<file path="src/hw/ctrl_pkg.sv">
package ctrl_pkg;

	// number of pipeline slots after decode (ex, mem, wb)
	localparam int N_STAGES = 3;

	// destination register select
	typedef logic [1:0] reg_sel_t;

	localparam reg_sel_t SEL_RD = 2'd0;
	localparam reg_sel_t SEL_RT = 2'd1;
	localparam reg_sel_t SEL_RA = 2'd2;  // link register $31

	typedef enum logic [2:0] {
		EXC_NONE    = 3'd0,
		EXC_RI      = 3'd1,  // reserved instruction
		EXC_BREAK   = 3'd2,
		EXC_SYSCALL = 3'd3,
		EXC_ERET    = 3'd4
	} exc_cause_t;

	// one decoded instruction as it flows down the pipe
	typedef struct packed {
		logic       reg_write_en;
		reg_sel_t   reg_dst;
		logic       alu_imm_sel;   // alu operand b from the immediate
		logic       sign_ext;
		logic       mem_read_en;
		logic       mem_write_en;
		logic       mem_to_reg;
		logic       hilo_wen;
		logic       hilo_to_reg;
		logic       is_div;
		logic       cp0_wen;
		logic       cp0_to_reg;
		exc_cause_t exc;
	} ctrl_t;

	// what leaves the commit stage
	typedef struct packed {
		logic  valid;
		ctrl_t ctrl;
	} retire_t;

endpackage

</file>
<file path="src/hw/isa_pkg.sv">
package isa_pkg;

	// instruction field types
	typedef logic [31:0] instr_t;
	typedef logic [5:0]  opcode_t;
	typedef logic [5:0]  funct_t;
	typedef logic [4:0]  reg_field_t;   // rs / rt

	// primary opcodes
	localparam opcode_t OP_RTYPE  = 6'b000000;
	localparam opcode_t OP_REGIMM = 6'b000001;  // bltz/bgez and the linking forms
	localparam opcode_t OP_J      = 6'b000010;
	localparam opcode_t OP_JAL    = 6'b000011;
	localparam opcode_t OP_BEQ    = 6'b000100;
	localparam opcode_t OP_BNE    = 6'b000101;
	localparam opcode_t OP_BLEZ   = 6'b000110;
	localparam opcode_t OP_BGTZ   = 6'b000111;
	localparam opcode_t OP_ADDI   = 6'b001000;
	localparam opcode_t OP_ADDIU  = 6'b001001;
	localparam opcode_t OP_SLTI   = 6'b001010;
	localparam opcode_t OP_SLTIU  = 6'b001011;
	localparam opcode_t OP_ANDI   = 6'b001100;
	localparam opcode_t OP_ORI    = 6'b001101;
	localparam opcode_t OP_XORI   = 6'b001110;
	localparam opcode_t OP_LUI    = 6'b001111;
	localparam opcode_t OP_COP0   = 6'b010000;  // mfc0, mtc0, eret
	localparam opcode_t OP_LB     = 6'b100000;
	localparam opcode_t OP_LH     = 6'b100001;
	localparam opcode_t OP_LW     = 6'b100011;
	localparam opcode_t OP_LBU    = 6'b100100;
	localparam opcode_t OP_LHU    = 6'b100101;
	localparam opcode_t OP_SB     = 6'b101000;
	localparam opcode_t OP_SH     = 6'b101001;
	localparam opcode_t OP_SW     = 6'b101011;

	// R-type function codes
	localparam funct_t FN_SLL     = 6'b000000;
	localparam funct_t FN_SRL     = 6'b000010;
	localparam funct_t FN_SRA     = 6'b000011;
	localparam funct_t FN_SLLV    = 6'b000100;
	localparam funct_t FN_SRLV    = 6'b000110;
	localparam funct_t FN_SRAV    = 6'b000111;
	localparam funct_t FN_JR      = 6'b001000;
	localparam funct_t FN_JALR    = 6'b001001;
	localparam funct_t FN_SYSCALL = 6'b001100;
	localparam funct_t FN_BREAK   = 6'b001101;
	localparam funct_t FN_MFHI    = 6'b010000;
	localparam funct_t FN_MTHI    = 6'b010001;
	localparam funct_t FN_MFLO    = 6'b010010;
	localparam funct_t FN_MTLO    = 6'b010011;
	localparam funct_t FN_MULT    = 6'b011000;
	localparam funct_t FN_MULTU   = 6'b011001;
	localparam funct_t FN_DIV     = 6'b011010;
	localparam funct_t FN_DIVU    = 6'b011011;
	localparam funct_t FN_ADD     = 6'b100000;
	localparam funct_t FN_ADDU    = 6'b100001;
	localparam funct_t FN_SUB     = 6'b100010;
	localparam funct_t FN_SUBU    = 6'b100011;
	localparam funct_t FN_AND     = 6'b100100;
	localparam funct_t FN_OR      = 6'b100101;
	localparam funct_t FN_XOR     = 6'b100110;
	localparam funct_t FN_NOR     = 6'b100111;
	localparam funct_t FN_SLT     = 6'b101010;
	localparam funct_t FN_SLTU    = 6'b101011;

	// cop0 rs field
	localparam reg_field_t RS_MFC0 = 5'b00000;
	localparam reg_field_t RS_MTC0 = 5'b00100;

	// eret is one exact word, co bit set and funct 011000
	localparam logic [25:0] ERET_LOW = 26'h200_0018;

endpackage

</file>
<file path="src/hw/commit_unit.sv">
`timescale 1ns/1ps

module commit_unit
	import ctrl_pkg::*;
(
	input  logic  clk,
	input  logic  rst_n,

	input  logic  in_valid,
	output logic  in_ready,
	input  ctrl_t in_ctrl,

	output logic  out_valid,
	input  logic  out_ready,
	output ctrl_t out_ctrl,

	output logic  flush
);

	retire_t ret;
	logic    is_exc;
	logic    retire_fire;

	assign is_exc = (in_ctrl.exc != EXC_NONE);

	// nothing moves while the flush is being applied
	assign in_ready = out_ready & ~flush;

	always_comb begin
		ret.valid = in_valid & ~flush;
		ret.ctrl  = in_ctrl;
		if (is_exc) begin
			// an excepting word must not change architectural state
			ret.ctrl.reg_write_en = 1'b0;
			ret.ctrl.mem_write_en = 1'b0;
			ret.ctrl.hilo_wen     = 1'b0;
			ret.ctrl.cp0_wen      = 1'b0;
		end
	end

	assign out_valid   = ret.valid;
	assign out_ctrl    = ret.ctrl;
	assign retire_fire = ret.valid & out_ready;

	// one-cycle pulse after an excepting word retires
	always_ff @(posedge clk or negedge rst_n) begin
		if (!rst_n)
			flush <= 1'b0;
		else
			flush <= retire_fire & is_exc;  // ret.valid is low during flush, so no repeat
	end

endmodule

</file>
<file path="src/hw/ctrl_pipe_top.sv">
`timescale 1ns/1ps

module ctrl_pipe_top
	import isa_pkg::*;
	import ctrl_pkg::*;
(
	input  logic   clk,
	input  logic   rst_n,

	input  logic   in_valid,
	output logic   in_ready,
	input  instr_t instr,

	output logic   out_valid,
	input  logic   out_ready,
	output ctrl_t  out_ctrl,

	output logic   flush
);

	// index k feeds slot k, index N_STAGES feeds the commit unit
	logic  s_valid [0:N_STAGES];
	logic  s_ready [0:N_STAGES];
	ctrl_t s_ctrl  [0:N_STAGES];

	instr_decoder i_instr_decoder (
		.instr (instr),
		.ctrl  (s_ctrl[0])
	);

	// no new word enters during the flush cycle
	assign s_valid[0] = in_valid & ~flush;
	assign in_ready   = s_ready[0] & ~flush;

	for (genvar k = 0; k < N_STAGES; k++) begin : g_slot
		pipe_slot i_pipe_slot (
			.clk       (clk),
			.rst_n     (rst_n),
			.flush     (flush),
			.in_valid  (s_valid[k]),
			.in_ready  (s_ready[k]),
			.in_ctrl   (s_ctrl[k]),
			.out_valid (s_valid[k+1]),
			.out_ready (s_ready[k+1]),
			.out_ctrl  (s_ctrl[k+1])
		);
	end

	commit_unit i_commit_unit (
		.clk       (clk),
		.rst_n     (rst_n),
		.in_valid  (s_valid[N_STAGES]),
		.in_ready  (s_ready[N_STAGES]),
		.in_ctrl   (s_ctrl[N_STAGES]),
		.out_valid (out_valid),
		.out_ready (out_ready),
		.out_ctrl  (out_ctrl),
		.flush     (flush)
	);

endmodule

</file>
<file path="src/hw/instr_decoder.sv">
`timescale 1ns/1ps

module instr_decoder
	import isa_pkg::*;
	import ctrl_pkg::*;
(
	input  instr_t instr,
	output ctrl_t  ctrl
);

	opcode_t    op;
	funct_t     fn;
	reg_field_t rs;
	reg_field_t rt;

	logic is_rtype;
	logic ri;
	logic is_break;
	logic is_syscall;
	logic is_eret;

	assign op = instr[31:26];
	assign rs = instr[25:21];
	assign rt = instr[20:16];
	assign fn = instr[5:0];

	assign is_rtype   = (op == OP_RTYPE);
	assign is_break   = is_rtype && (fn == FN_BREAK);
	assign is_syscall = is_rtype && (fn == FN_SYSCALL);
	assign is_eret    = (instr == {OP_COP0, ERET_LOW});

	always_comb begin
		ctrl = '0;
		ri   = 1'b0;

		case (op)
			OP_RTYPE: begin
				case (fn)
					FN_ADD, FN_ADDU, FN_SUB, FN_SUBU, FN_SLT, FN_SLTU,
					FN_AND, FN_OR, FN_XOR, FN_NOR,
					FN_SLL, FN_SRL, FN_SRA, FN_SLLV, FN_SRLV, FN_SRAV,
					FN_MFHI, FN_MFLO: begin
						ctrl.reg_write_en = 1'b1;
						ctrl.reg_dst      = SEL_RD;
					end
					// no register result
					FN_JR, FN_MULT, FN_MULTU, FN_DIV, FN_DIVU,
					FN_MTHI, FN_MTLO, FN_SYSCALL, FN_BREAK: begin
						ctrl.reg_write_en = 1'b0;
					end
					FN_JALR: begin
						ctrl.reg_write_en = 1'b1;
						ctrl.reg_dst      = SEL_RA;  // always links to $31
					end
					default: begin
						ri                = 1'b1;
						ctrl.reg_write_en = 1'b1;  // fallback as for alu ops
						ctrl.reg_dst      = SEL_RD;
					end
				endcase
			end

			OP_ADDI, OP_ADDIU, OP_SLTI, OP_SLTIU,
			OP_ANDI, OP_ORI, OP_XORI, OP_LUI: begin
				ctrl.reg_write_en = 1'b1;
				ctrl.reg_dst      = SEL_RT;
				ctrl.alu_imm_sel  = 1'b1;
			end

			OP_BEQ, OP_BNE, OP_BLEZ, OP_BGTZ, OP_J: ;  // nothing written

			OP_REGIMM: begin
				case (rt[4:1])
					4'b1000: begin  // bltzal, bgezal
						ctrl.reg_write_en = 1'b1;
						ctrl.reg_dst      = SEL_RA;
					end
					4'b0000: ;  // bltz, bgez
					default: ri = 1'b1;
				endcase
			end

			OP_JAL: begin
				ctrl.reg_write_en = 1'b1;
				ctrl.reg_dst      = SEL_RA;
			end

			OP_LB, OP_LBU, OP_LH, OP_LHU, OP_LW: begin
				ctrl.reg_write_en = 1'b1;
				ctrl.reg_dst      = SEL_RT;
				ctrl.alu_imm_sel  = 1'b1;
				ctrl.mem_read_en  = 1'b1;
				ctrl.mem_to_reg   = 1'b1;
			end

			OP_SB, OP_SH, OP_SW: begin
				ctrl.alu_imm_sel  = 1'b1;  // address = base + offset
				ctrl.mem_write_en = 1'b1;
			end

			OP_COP0: begin
				case (rs)
					RS_MTC0: ;
					RS_MFC0: begin
						ctrl.reg_write_en = 1'b1;
						ctrl.reg_dst      = SEL_RT;
					end
					default: ri = (instr[25:0] != ERET_LOW);
				endcase
			end

			default: ri = 1'b1;
		endcase

		// flags that do not depend on the class above
		ctrl.sign_ext    = !(op inside {OP_ANDI, OP_ORI, OP_XORI, OP_LUI});
		ctrl.hilo_wen    = is_rtype &&
		                   (fn inside {FN_MULT, FN_MULTU, FN_DIV, FN_DIVU, FN_MTHI, FN_MTLO});
		ctrl.hilo_to_reg = is_rtype && (fn inside {FN_MFHI, FN_MFLO});
		ctrl.is_div      = is_rtype && (fn inside {FN_DIV, FN_DIVU});
		ctrl.cp0_wen     = (op == OP_COP0) && (rs == RS_MTC0);
		ctrl.cp0_to_reg  = (op == OP_COP0) && (rs == RS_MFC0);

		// ri wins over the rest
		if (ri)
			ctrl.exc = EXC_RI;
		else if (is_break)
			ctrl.exc = EXC_BREAK;
		else if (is_syscall)
			ctrl.exc = EXC_SYSCALL;
		else if (is_eret)
			ctrl.exc = EXC_ERET;
		else
			ctrl.exc = EXC_NONE;
	end

endmodule

</file>
<file path="src/hw/pipe_slot.sv">
`timescale 1ns/1ps

module pipe_slot
	import ctrl_pkg::*;
(
	input  logic  clk,
	input  logic  rst_n,
	input  logic  flush,

	input  logic  in_valid,
	output logic  in_ready,
	input  ctrl_t in_ctrl,

	output logic  out_valid,
	input  logic  out_ready,
	output ctrl_t out_ctrl
);

	logic  valid_q;
	ctrl_t ctrl_q;

	// room when empty or when the held word leaves this cycle
	assign in_ready  = ~valid_q | out_ready;
	assign out_valid = valid_q;
	assign out_ctrl  = ctrl_q;

	always_ff @(posedge clk or negedge rst_n) begin
		if (!rst_n) begin
			valid_q <= 1'b0;
		end else if (flush) begin
			valid_q <= 1'b0;  // flush beats a new word
		end else if (in_ready) begin
			valid_q <= in_valid;
		end
	end

	always_ff @(posedge clk) begin
		if (in_valid && in_ready)
			ctrl_q <= in_ctrl;
	end

endmodule

</file>
<file path="config.mk">
export PLATFORM = sky130hd
export DESIGN_NAME = ctrl_pipe_top
export DESIGN_NICKNAME = d
export VERILOG_FILES = /design/src/hw/ctrl_pkg.sv /design/src/hw/isa_pkg.sv /design/src/hw/commit_unit.sv /design/src/hw/ctrl_pipe_top.sv /design/src/hw/instr_decoder.sv /design/src/hw/pipe_slot.sv
export SDC_FILE = /design/constraint.sdc
export NUM_CORES = 1
export LEC_CHECK = 0
export ABC_AREA = 1
export BUFFER_PORTS_ARGS = -buffer_cell sky130_fd_sc_hd__buf_4
export CORE_UTILIZATION = 40
export CTS_CLUSTER_SIZE = 20
export DETAILED_ROUTE_END_ITERATION = 8
export PLACE_DENSITY_LB_ADDON = 0.12
export RECOVER_POWER = 25
export SLEW_MARGIN = 20
export SYNTH_ARGS = -nofsm -noshare
export SYNTH_HDL_FRONTEND = slang
export SYNTH_HIERARCHICAL = 1
export SYNTH_SLANG_ARGS = --single-unit
</file>
<file path="constraint.sdc">
create_clock -name clk -period 2.1 [get_ports clk]
set_clock_uncertainty 0.15 [all_clocks]
set_input_delay 0 -clock clk [delete_from_list [all_inputs] [get_ports clk]]
set_output_delay 0 -clock clk [all_outputs]
set_load 0.02 [all_outputs]
</file>
==> results.sh, run 1 <==
export IMPL_status="finished, final reports clean"
export IMPL_post_route_min_period_ns=1.855
export IMPL_diodes_inserted=0
export IMPL_synth_distinct_cells=22
export IMPL_drt_pass1_iter_count=4
export IMPL_h_tree_levels=2
export IMPL_grt_pass1_wl_um=6182
export IMPL_post_cts_buffers=0
export IMPL_cellPowerDensity_mw_per_mm2=993.5
export IMPL_finalWeightedCongestion=0.8333
export IMPL_number_of_register_bits_inferred_by_synthesis=52
export IMPL_cts_path_max_buffers=2
export IMPL_placement_io_buffers=54
export IMPL_clock_sink_count=52
export IMPL_tns_ns=0
export IMPL_hpwl_um=2875
export IMPL_route_detailed_drc=0
export IMPL_num_rows=28
export IMPL_timing_max_transition_violations_final=0
export IMPL_fmax_ghz=0.5392
export IMPL_drv_max_cap_violation_count=0
export IMPL_final_period_utilization_pct=88.32
export IMPL_totalWireLength_um=3600
export IMPL_setup_worst_path_end_class="flop"
export IMPL_dr_total_vias=1661
export IMPL_area_sequential_sq_mm=0.001541
export IMPL_vdd_drop_max_mv=0.4651
export IMPL_synth_nets=285
export IMPL_number_of_antenna_violations_at_the_first_check_in_global_routing=0
export IMPL_ys_warnings_count=6
export IMPL_floorplan_die_width_um=80.32
export IMPL_final_instance_count_excl_fill=392
export IMPL_first_global_vias=1485
export IMPL_timing_hold_violations_final=0
export IMPL_number_of_vias_per_cell=4.237
export IMPL_cts_made_buffers=5
export IMPL_drive_gt1_share_pct=29.34
export IMPL_synth_cells=249
export IMPL_clock_insertion_delay_worst_skew_ns=0.29
export IMPL_crit_chain="dlygate4sd3_1 -> buf_4 -> nor2_2 -> nand3_2 -> nor2_2 -> inv_2 -> nor3_1 -> dlygate4sd3_1"
export IMPL_detail_route_wl_per_cell_um=9.184
export IMPL_timing_critical_path_fanout_max=5
export IMPL_placed_cells=369
export IMPL_routedLengthMet1_um=1624
export IMPL_final_nets=352
export IMPL_cts_resized=0
export IMPL_worst_endpoint_arrival_ns=1.87
export IMPL_die_h_um=80.32
export IMPL_cpMaxStageDelayCell="sky130_fd_sc_hd__dlygate4sd3_1"
export IMPL_total_die_area_sq_mm=0.006451
export IMPL_startpoint_class="primary input"
export IMPL_max_slew_margin_pct=83.18
export IMPL_worst_slew_pin_transition_ns=0.2514
export IMPL_timing_setup_critical_path_class="primary input to flop"
export IMPL_critPathTopFamily="buffers and inverters"
export IMPL_area_growth_synth_to_final_pct=29.63
export IMPL_drt_initial_drc_count=54
export IMPL_highest_signal_layer="met4"
export IMPL_setup_viol=0
export IMPL_static_leakage_power_nw=1.430
export IMPL_worst_setup_hold_path_clk_slew_ns=0.08
export IMPL_grt_start_max_net_pins=18
export IMPL_hold_slack_ns=0.01313
export IMPL_worstHoldPathType="primary input to flop"
export IMPL_area_occupied_by_multi_input_gates_sq_um=645.6
export IMPL_route_antenna_remaining_nets=0
export IMPL_i_o_pin_count=55
export IMPL_grt_overflow_total=0
export IMPL_critical_path_required_ns=2.12
export IMPL_critPathMaxStageDelay_ns=0.56
export IMPL_met2_length_um=1674
export IMPL_grt_setup_unrepaired="no"
export IMPL_floorplan_initialDensity_pct=41.44
export IMPL_mappedNetlistArea_sq_mm=0.002454
export IMPL_synthesis_area_per_instance_sq_um=9.854
export IMPL_final_fill_count=549
export IMPL_crit_buf_inv=4
export IMPL_seq_total_area_yosys_pct=62.83
export IMPL_global_route_usage_total_pct=12.47
export IMPL_cts_tree="done"
export IMPL_clock_root_buffer="sky130_fd_sc_hd__clkbuf_8"
export IMPL_coreArea_sq_mm=0.005921
export IMPL_met3RoutedLength_um=227
export IMPL_hold_buf_count_cts=15
[sequential cells by signal, indices dropped and copies added, names as in the netlist]
signal                        flops
g_slot.i_pipe_slot/out_ctrl      48
g_slot.i_pipe_slot/out_valid      3
i_commit_unit/flush               1
[report_power, final]
group          total [mW]  switching (mW)  internal (mW)
Clock               0.772           0.294          0.479
Combinational       0.777           0.461          0.315
Sequential           1.61           0.101           1.51
Total                3.16           0.856           2.30
[per-stage QoR]
step / cell area [sq um] / setup slack, ns / utilization (%) / total power [mW]
5_1_grt: 3181 / 0.1393 / 53.72 / 3.342
6_report: 3181 / 0.2453 / 53.72 / 3.160
3_5_place_dp: 2893 / 0.5286 / 48.86 / 2.406
2_1_floorplan: 2461 / 0.05703 / - / 2.156
4_1_cts: 3181 / 0.2685 / 53.72 / 3.204
3_3_place_gp: 2893 / 0.5426 / 48.86 / 2.392
[cells by family (layout without fill, tap and decap cells)]
logic type | count (synthesis) | after routing | synth area share, %
and+or+nand+nor | 127 | 127 | 23.30
buffers and inverters | 60 | 128 | 11.17
AOI/OAI and AO/OA | 10 | 10 | 2.703
DFF | 52 | 52 | 62.83
[worst min-delay path, delay by kind of cell]
| family | cells | cell delay (ns) |
|---|---|---|
| simple gates | 2 | 0.12 |
| buf+inv | 1 | 0.11 |
| compound gates | 1 | 0.07 |
[final timing paths]
check	start	to	slack, ns	depth (start not counted)
min in group asynchronous	rst_n	g_slot[1].i_pipe_slot/out_valid	0.47	3
worst max register to register	i_commit_unit/flush	g_slot[0].i_pipe_slot/out_ctrl[5]	0.53	8
worst min-delay path	instr[2]	g_slot[0].i_pipe_slot/out_ctrl[7]	0.01	4
worst min register to register	g_slot[0].i_pipe_slot/out_ctrl[1]	g_slot[1].i_pipe_slot/out_ctrl[1]	0.27	0
max in group asynchronous	rst_n	i_commit_unit/flush	1.14	3
worst max-delay path	instr[29]	g_slot[0].i_pipe_slot/out_ctrl[4]	0.25	8
[per-layer routing]
layer | vias up | GRT usage (%)
met1 | 684 | 14.55
met5 | - | 0
met2 | 53 | 21.71
met4 | 0 | 5.357
li1 | 918 | -
met3 | 6 | 3.068
[synth_stat cells, drive strengths merged]
master / instances / area [sq um]
nand2: 51 / 196.4
edfxtp: 48 / 1441
inv: 47 / 176.4
nor2: 46 / 197.7
nand3: 17 / 95.09
buf: 13 / 97.59
nor3: 6 / 35.03
a21oi: 5 / 28.78
dfrtp: 4 / 100.1
a21boi: 3 / 22.52
nand4: 3 / 18.77
nand3b: 2 / 15.01
and3: 1 / 6.260
nor3b: 1 / 7.510
o21ai: 1 / 8.760
o22ai: 1 / 6.260
[cells in the final DEF, fill, tap and decap left out, drive strengths merged, types with 2 or more instances in the layout]
master	instances
dlygate4sd3	15
a21boi	3
nand4	3
nor3	6
edfxtp	48
nor2	46
a21oi	5
dfrtp	4
inv	48
nand2	51
nand3	17
buf	58
clkbuf	5
nand3b	2
bufinv	2
[layout make-up]
| type | instances | share of cell area [%] |
|---|---|---|
| well taps | 75 | 2.950 |
| clock buffers | 5 | 2.164 |
| clock inverters | 3 | 2.164 |
| inverters | 47 | 5.547 |
| repair buffers | 73 | 18.41 |
| flip-flops and latches | 52 | 48.47 |
| multi-input cells | 137 | 20.30 |
Note: power is estimated with default switching activity, not from simulation.
==> inputs of run 2 (changes only) <==
CAP_MARGIN = 20   (was default)
clock period = 2.16 ns   (was 2.1 ns; I/O delays follow)
==> results.sh, run 2 (synthesized netlist as in run 1, its figures left out) <==
export IMPL_status="finished, final reports clean"
export IMPL_cts_made_buffers=5
export IMPL_placed_cells=368
export IMPL_die_h_um=80.32
export IMPL_timing_setup_critical_path_class="primary input to flop"
export IMPL_cpMaxStageDelayCell="sky130_fd_sc_hd__dlygate4sd3_1"
export IMPL_grt_setup_unrepaired="no"
export IMPL_gr_usage_met2_pct=21.37
export IMPL_grt_start_max_net_pins=17
export IMPL_total_die_area_sq_mm=0.006451
export IMPL_timing_final_ws_setup_ns=0.3176
export IMPL_hold_buf_count_cts=15
export IMPL_max_slew_margin_pct=81.73
export IMPL_h_tree_levels=2
export IMPL_tns_ns=0
export IMPL_placement_io_buffers=54
export IMPL_num_rows=28
export IMPL_worst_endpoint_arrival_ns=1.86
export IMPL_place_worst_setup_slack_ns=0.4478
export IMPL_cts_resized=0
export IMPL_route_detailed_drc=0
export IMPL_finalWeightedCongestion=0.7910
export IMPL_clock_root_buffer="sky130_fd_sc_hd__clkbuf_8"
export IMPL_top_usage_layer="met2"
export IMPL_detail_route_wl_per_cell_um=9.130
export IMPL_post_layout_total_power_mw=2.821
export IMPL_hpwl_um=2784
export IMPL_critical_path_cell_count=8
export IMPL_critPathTopFamily="buffers and inverters"
export IMPL_reg2regPathDepth=8
export IMPL_cts_path_max_buffers=2
export IMPL_first_global_vias=1483
export IMPL_post_route_min_period_ns=1.842
export IMPL_vdd_drop_max_mv=0.4650
export IMPL_most_frequent_standard_cell_in_the_layout_excluding_fill_and_tap_cells="sky130_fd_sc_hd__buf_4"
export IMPL_critical_path_required_ns=2.18
export IMPL_totalWireLength_um=3570
export IMPL_area_growth_synth_to_final_pct=27.13
export IMPL_timing_critical_path_fanout_max=5
export IMPL_worst_slew_pin_transition_ns=0.2741
export IMPL_worstHoldPathType="primary input to flop"
export IMPL_floorplan_initialDensity_pct=41.44
export IMPL_drt_pass1_iter_count=4
export IMPL_static_leakage_power_nw=1.404
export IMPL_floorplan_die_width_um=80.32
export IMPL_drive_gt1_share_pct=28.80
export IMPL_timing_max_transition_violations_final=0
export IMPL_final_instance_count_excl_fill=391
export IMPL_timing_hold_violations_final=0
export IMPL_i_o_pin_count=55
export IMPL_crit_buf_inv=4
export IMPL_stdcell_area_sq_mm=0.003119
export IMPL_cts_tree="done"
export IMPL_final_period_utilization_pct=85.29
export IMPL_r2r_setup_slack_ns=0.45
export IMPL_final_nets=351
export IMPL_setup_viol=0
export IMPL_holdPathStages=4
export IMPL_route_antenna_remaining_nets=0
export IMPL_global_route_usage_total_pct=12.56
export IMPL_crit_chain="dlygate4sd3_1 -> buf_4 -> nor2_2 -> nand3_2 -> nor2_2 -> inv_2 -> nor3_1 -> dlygate4sd3_1"
export IMPL_grt_pass1_wl_um=6141
export IMPL_critPathMaxStageDelay_ns=0.57
export IMPL_drt_initial_drc_count=67
export IMPL_number_of_antenna_violations_at_the_first_check_in_global_routing=0
export IMPL_post_cts_buffers=0
export IMPL_clock_sink_count=52
export IMPL_detailed_place_area_sq_mm=0.002882
export IMPL_diodes_inserted=0
export IMPL_setup_worst_path_end_class="flop"
export IMPL_use_met1_pct=14.59
export IMPL_commonest_cells_after_routing_fill_and_taps_aside="sky130_fd_sc_hd__buf_4, sky130_fd_sc_hd__nand2_1, sky130_fd_sc_hd__edfxtp_1"
export IMPL_worst_setup_hold_path_clk_slew_ns=0.08
export IMPL_startpoint_class="primary input"
export IMPL_hold_slack_ns=0.01997
export IMPL_clock_insertion_delay_worst_skew_ns=0.30
export IMPL_number_of_vias_per_cell=4.320
export IMPL_dr_total_vias=1689
export IMPL_coreArea_sq_mm=0.005921
export IMPL_grt_met3_usage_pct=3.295
export IMPL_drv_max_cap_violation_count=0
export IMPL_finish_utilization_pct=52.68
export IMPL_cellPowerDensity_mw_per_mm2=904.5
export IMPL_fmax_ghz=0.5428
export IMPL_largest_register_ff_count=48
export IMPL_grt_overflow_total=0
## run 2: cell types whose count changed in the layout (fill, tap and decap cells not counted), sizes merged
cell,delta
clkinv,+3
bufinv,-2
buf,-1
inv,-1
## run 2: worst reg2reg max path, delay by kind of cell (launching register included)
family / cells / cell delay (ns)
DFF: 1 / 0.48
buffers and inverters: 4 / 0.38
and+or+nand+nor: 3 / 0.31
AOI/OAI and AO/OA: 1 / 0.10
## run 2: where the power goes
group | internal, mW | leakage [nW] | switching [mW]
clock network | 0.226 | 0.0479 | 0.290
logic | 0.297 | 0.845 | 0.433
registers | 1.47 | 0.510 | 0.107
## run 2: metal layers
layer | part of all wire, % | vias up
met2 | 47 | 56
li1 | - | 918
met3 | 6.0 | 8
met1 | 45 | 707
met4 | 2.2 | 0
met5 | 0 | -
## run 2: worst paths after layout
check,from,endpoint
max in group asynchronous,rst_n,g_slot[0].i_pipe_slot/out_valid
max,instr[29],g_slot[0].i_pipe_slot/out_ctrl[4]
min reg2reg,g_slot[0].i_pipe_slot/out_ctrl[5],g_slot[1].i_pipe_slot/out_ctrl[5]
min,instr[2],g_slot[0].i_pipe_slot/out_ctrl[7]
max reg2reg,i_commit_unit/flush,g_slot[0].i_pipe_slot/out_ctrl[7]
min in group asynchronous,rst_n,i_commit_unit/flush
## run 2: layout make-up
type	count	area, sq um
tap	75	93.84
clock inverter	3	18.77
fill	572	2801
multi-input combinational	137	641.9
inverter	47	176.4
clock buffer	5	68.82
timing repair buffer	72	578.1
sequential	52	1541
==> inputs of run 3 (changes only) <==
HOLD_SLACK_MARGIN = 0.02   (was default)
SLEW_MARGIN = 10   (was 20)
==> results.sh, run 3 (synthesized netlist as in run 1, its figures left out) <==
export IMPL_status="finished, final reports clean"
export IMPL_first_global_vias=1489
export IMPL_timing_max_transition_violations_final=0
export IMPL_drt_initial_drc_count=66
export IMPL_fmax_ghz=0.5428
export IMPL_commonest_cells_after_routing_fill_and_taps_aside="sky130_fd_sc_hd__buf_4, sky130_fd_sc_hd__nand2_1, sky130_fd_sc_hd__edfxtp_1"
export IMPL_area_occupied_by_multi_input_gates_sq_um=641.9
export IMPL_r2r_start="i_commit_unit/flush"
export IMPL_die_h_um=80.32
export IMPL_route_antenna_remaining_nets=0
export IMPL_static_leakage_power_nw=1.412
export IMPL_worstHoldPathType="primary input to flop"
export IMPL_detail_route_wl_per_cell_um=9.104
export IMPL_cts_path_max_buffers=2
export IMPL_h_tree_levels=2
export IMPL_area_sequential_sq_mm=0.001541
export IMPL_whs_endpoint="g_slot[0].i_pipe_slot/out_ctrl[8]"
export IMPL_hold_slack_ns=0.02567
export IMPL_reg2regPathDepth=8
export IMPL_final_fill_count=571
export IMPL_worst_slew_pin_transition_ns=0.2741
export IMPL_floorplan_die_width_um=80.32
export IMPL_total_die_area_sq_mm=0.006451
export IMPL_timing_hold_violations_final=0
export IMPL_totalWireLength_um=3578
export IMPL_floorplan_initialDensity_pct=41.44
export IMPL_clock_insertion_delay_worst_skew_ns=0.30
export IMPL_dr_total_vias=1695
export IMPL_tns_ns=0
export IMPL_grt_pass1_wl_um=6161
export IMPL_hpwl_um=2784
export IMPL_final_period_utilization_pct=85.29
export IMPL_timing_critical_path_fanout_max=5
export IMPL_worst_endpoint_arrival_ns=1.86
export IMPL_number_of_vias_per_cell=4.313
export IMPL_number_of_antenna_violations_at_the_first_check_in_global_routing=0
export IMPL_max_slew_margin_pct=81.73
export IMPL_global_route_usage_total_pct=12.61
export IMPL_r2r_setup_slack_ns=0.45
export IMPL_post_cts_buffers=0
export IMPL_cts_tree="done"
export IMPL_clock_sink_count=52
export IMPL_coreArea_sq_mm=0.005921
export IMPL_largest_register_ff_count=48
export IMPL_cellPowerDensity_mw_per_mm2=899.6
export IMPL_num_rows=28
export IMPL_critical_path_required_ns=2.18
export IMPL_placement_io_buffers=54
export IMPL_drv_max_cap_violation_count=0
export IMPL_timing_setup_critical_path_class="primary input to flop"
export IMPL_drive_gt1_share_pct=28.62
export IMPL_area_growth_synth_to_final_pct=27.94
export IMPL_setup_worst_path_end_class="flop"
export IMPL_i_o_pin_count=55
export IMPL_grt_setup_unrepaired="no"
export IMPL_vdd_drop_max_mv=0.4650
export IMPL_cts_made_buffers=5
export IMPL_worst_setup_hold_path_clk_slew_ns=0.08
export IMPL_route_detailed_drc=0
export IMPL_clock_root_buffer="sky130_fd_sc_hd__clkbuf_8"
export IMPL_final_nets=353
export IMPL_grt_overflow_total=0
export IMPL_drt_pass1_iter_count=4
export IMPL_startpoint_class="primary input"
export IMPL_cts_resized=0
export IMPL_diodes_inserted=0
export IMPL_finalWeightedCongestion=0.7910
export IMPL_most_frequent_standard_cell_in_the_layout_excluding_fill_and_tap_cells="sky130_fd_sc_hd__buf_4"
export IMPL_post_route_min_period_ns=1.842
export IMPL_hold_path_startpoint="instr[26]"
export IMPL_setup_viol=0
export IMPL_worstReg2RegEnd="g_slot[0].i_pipe_slot/out_ctrl[7]"
export IMPL_holdPathStages=3
export IMPL_grt_start_max_net_pins=17
==> run 3: worst max-delay path: stages <==
cell and delay (ns):
sky130_fd_sc_hd__dlygate4sd3_1 0.54, sky130_fd_sc_hd__buf_4 0.16, sky130_fd_sc_hd__nor2_2 0.13, sky130_fd_sc_hd__nand3_2 0.12
sky130_fd_sc_hd__nor2_2 0.14, sky130_fd_sc_hd__inv_2 0.06, sky130_fd_sc_hd__nor3_1 0.14, sky130_fd_sc_hd__dlygate4sd3_1 0.57
==> run 3: area by class of cell <==
type,instances,area share [%]
clock buffers,5,2.192
clock inverters,3,0.5978
inverters,47,5.620
multi-input cells,137,20.45
flip-flops and latches,52,49.10
well taps,75,2.989
repair buffers,74,19.05
==> run 3: worst max path at each step <==
stage / depth (start not counted) / end / from
3_5_place_dp: 8 / g_slot[0].i_pipe_slot/out_ctrl[11] / i_commit_unit/flush
6_report: 8 / g_slot[0].i_pipe_slot/out_ctrl[4] / instr[29]
4_1_cts: 8 / g_slot[0].i_pipe_slot/out_ctrl[4] / instr[29]
5_1_grt: 8 / g_slot[0].i_pipe_slot/out_ctrl[4] / instr[29]
2_1_floorplan: 5 / g_slot[1].i_pipe_slot/out_ctrl[0] / i_commit_unit/flush
3_3_place_gp: 8 / g_slot[0].i_pipe_slot/out_ctrl[11] / i_commit_unit/flush
==> run 3: per-stage QoR <==
step | worst slack, ns | total power [mW] | std cells | instance area, sq um | util [%]
after floorplan | 0.01984 | 2.092 | 249 | 2457 | -
after global placement | 0.4900 | 2.310 | 368 | 2882 | 48.67
after detailed placement | 0.4478 | 2.323 | 368 | 2882 | 48.67
after CTS | 0.3370 | 2.864 | 393 | 3139 | 53.02
after global routing | 0.2144 | 3.005 | 393 | 3139 | 53.02
final | 0.3176 | 2.824 | 393 | 3139 | 53.02
==> run 3: timing repair <==
| item | CTS | global route |
|---|---|---|
| endpoints found under the hold margin | 22 | 0 |
| setup endpoints to repair | 0 | 0 |
| hold buffers | 17 | 0 |
==> run 3: per-layer routing <==
layer	routed length (um)	share of wire, %	up-vias	global-route usage [%]
met5	0	0	-	0
met4	80	2.2	0	6.250
li1	-	-	922	-
met1	1605	45	709	14.66
met3	213	6.0	8	3.295
met2	1679	47	56	21.45
==> run 3: power by group <==
part,leakage [nW],switching [mW],internal [mW]
clock,0.0479,0.290,0.226
combinational,0.854,0.433,0.299
sequential,0.510,0.107,1.47
total,1.41,0.831,1.99
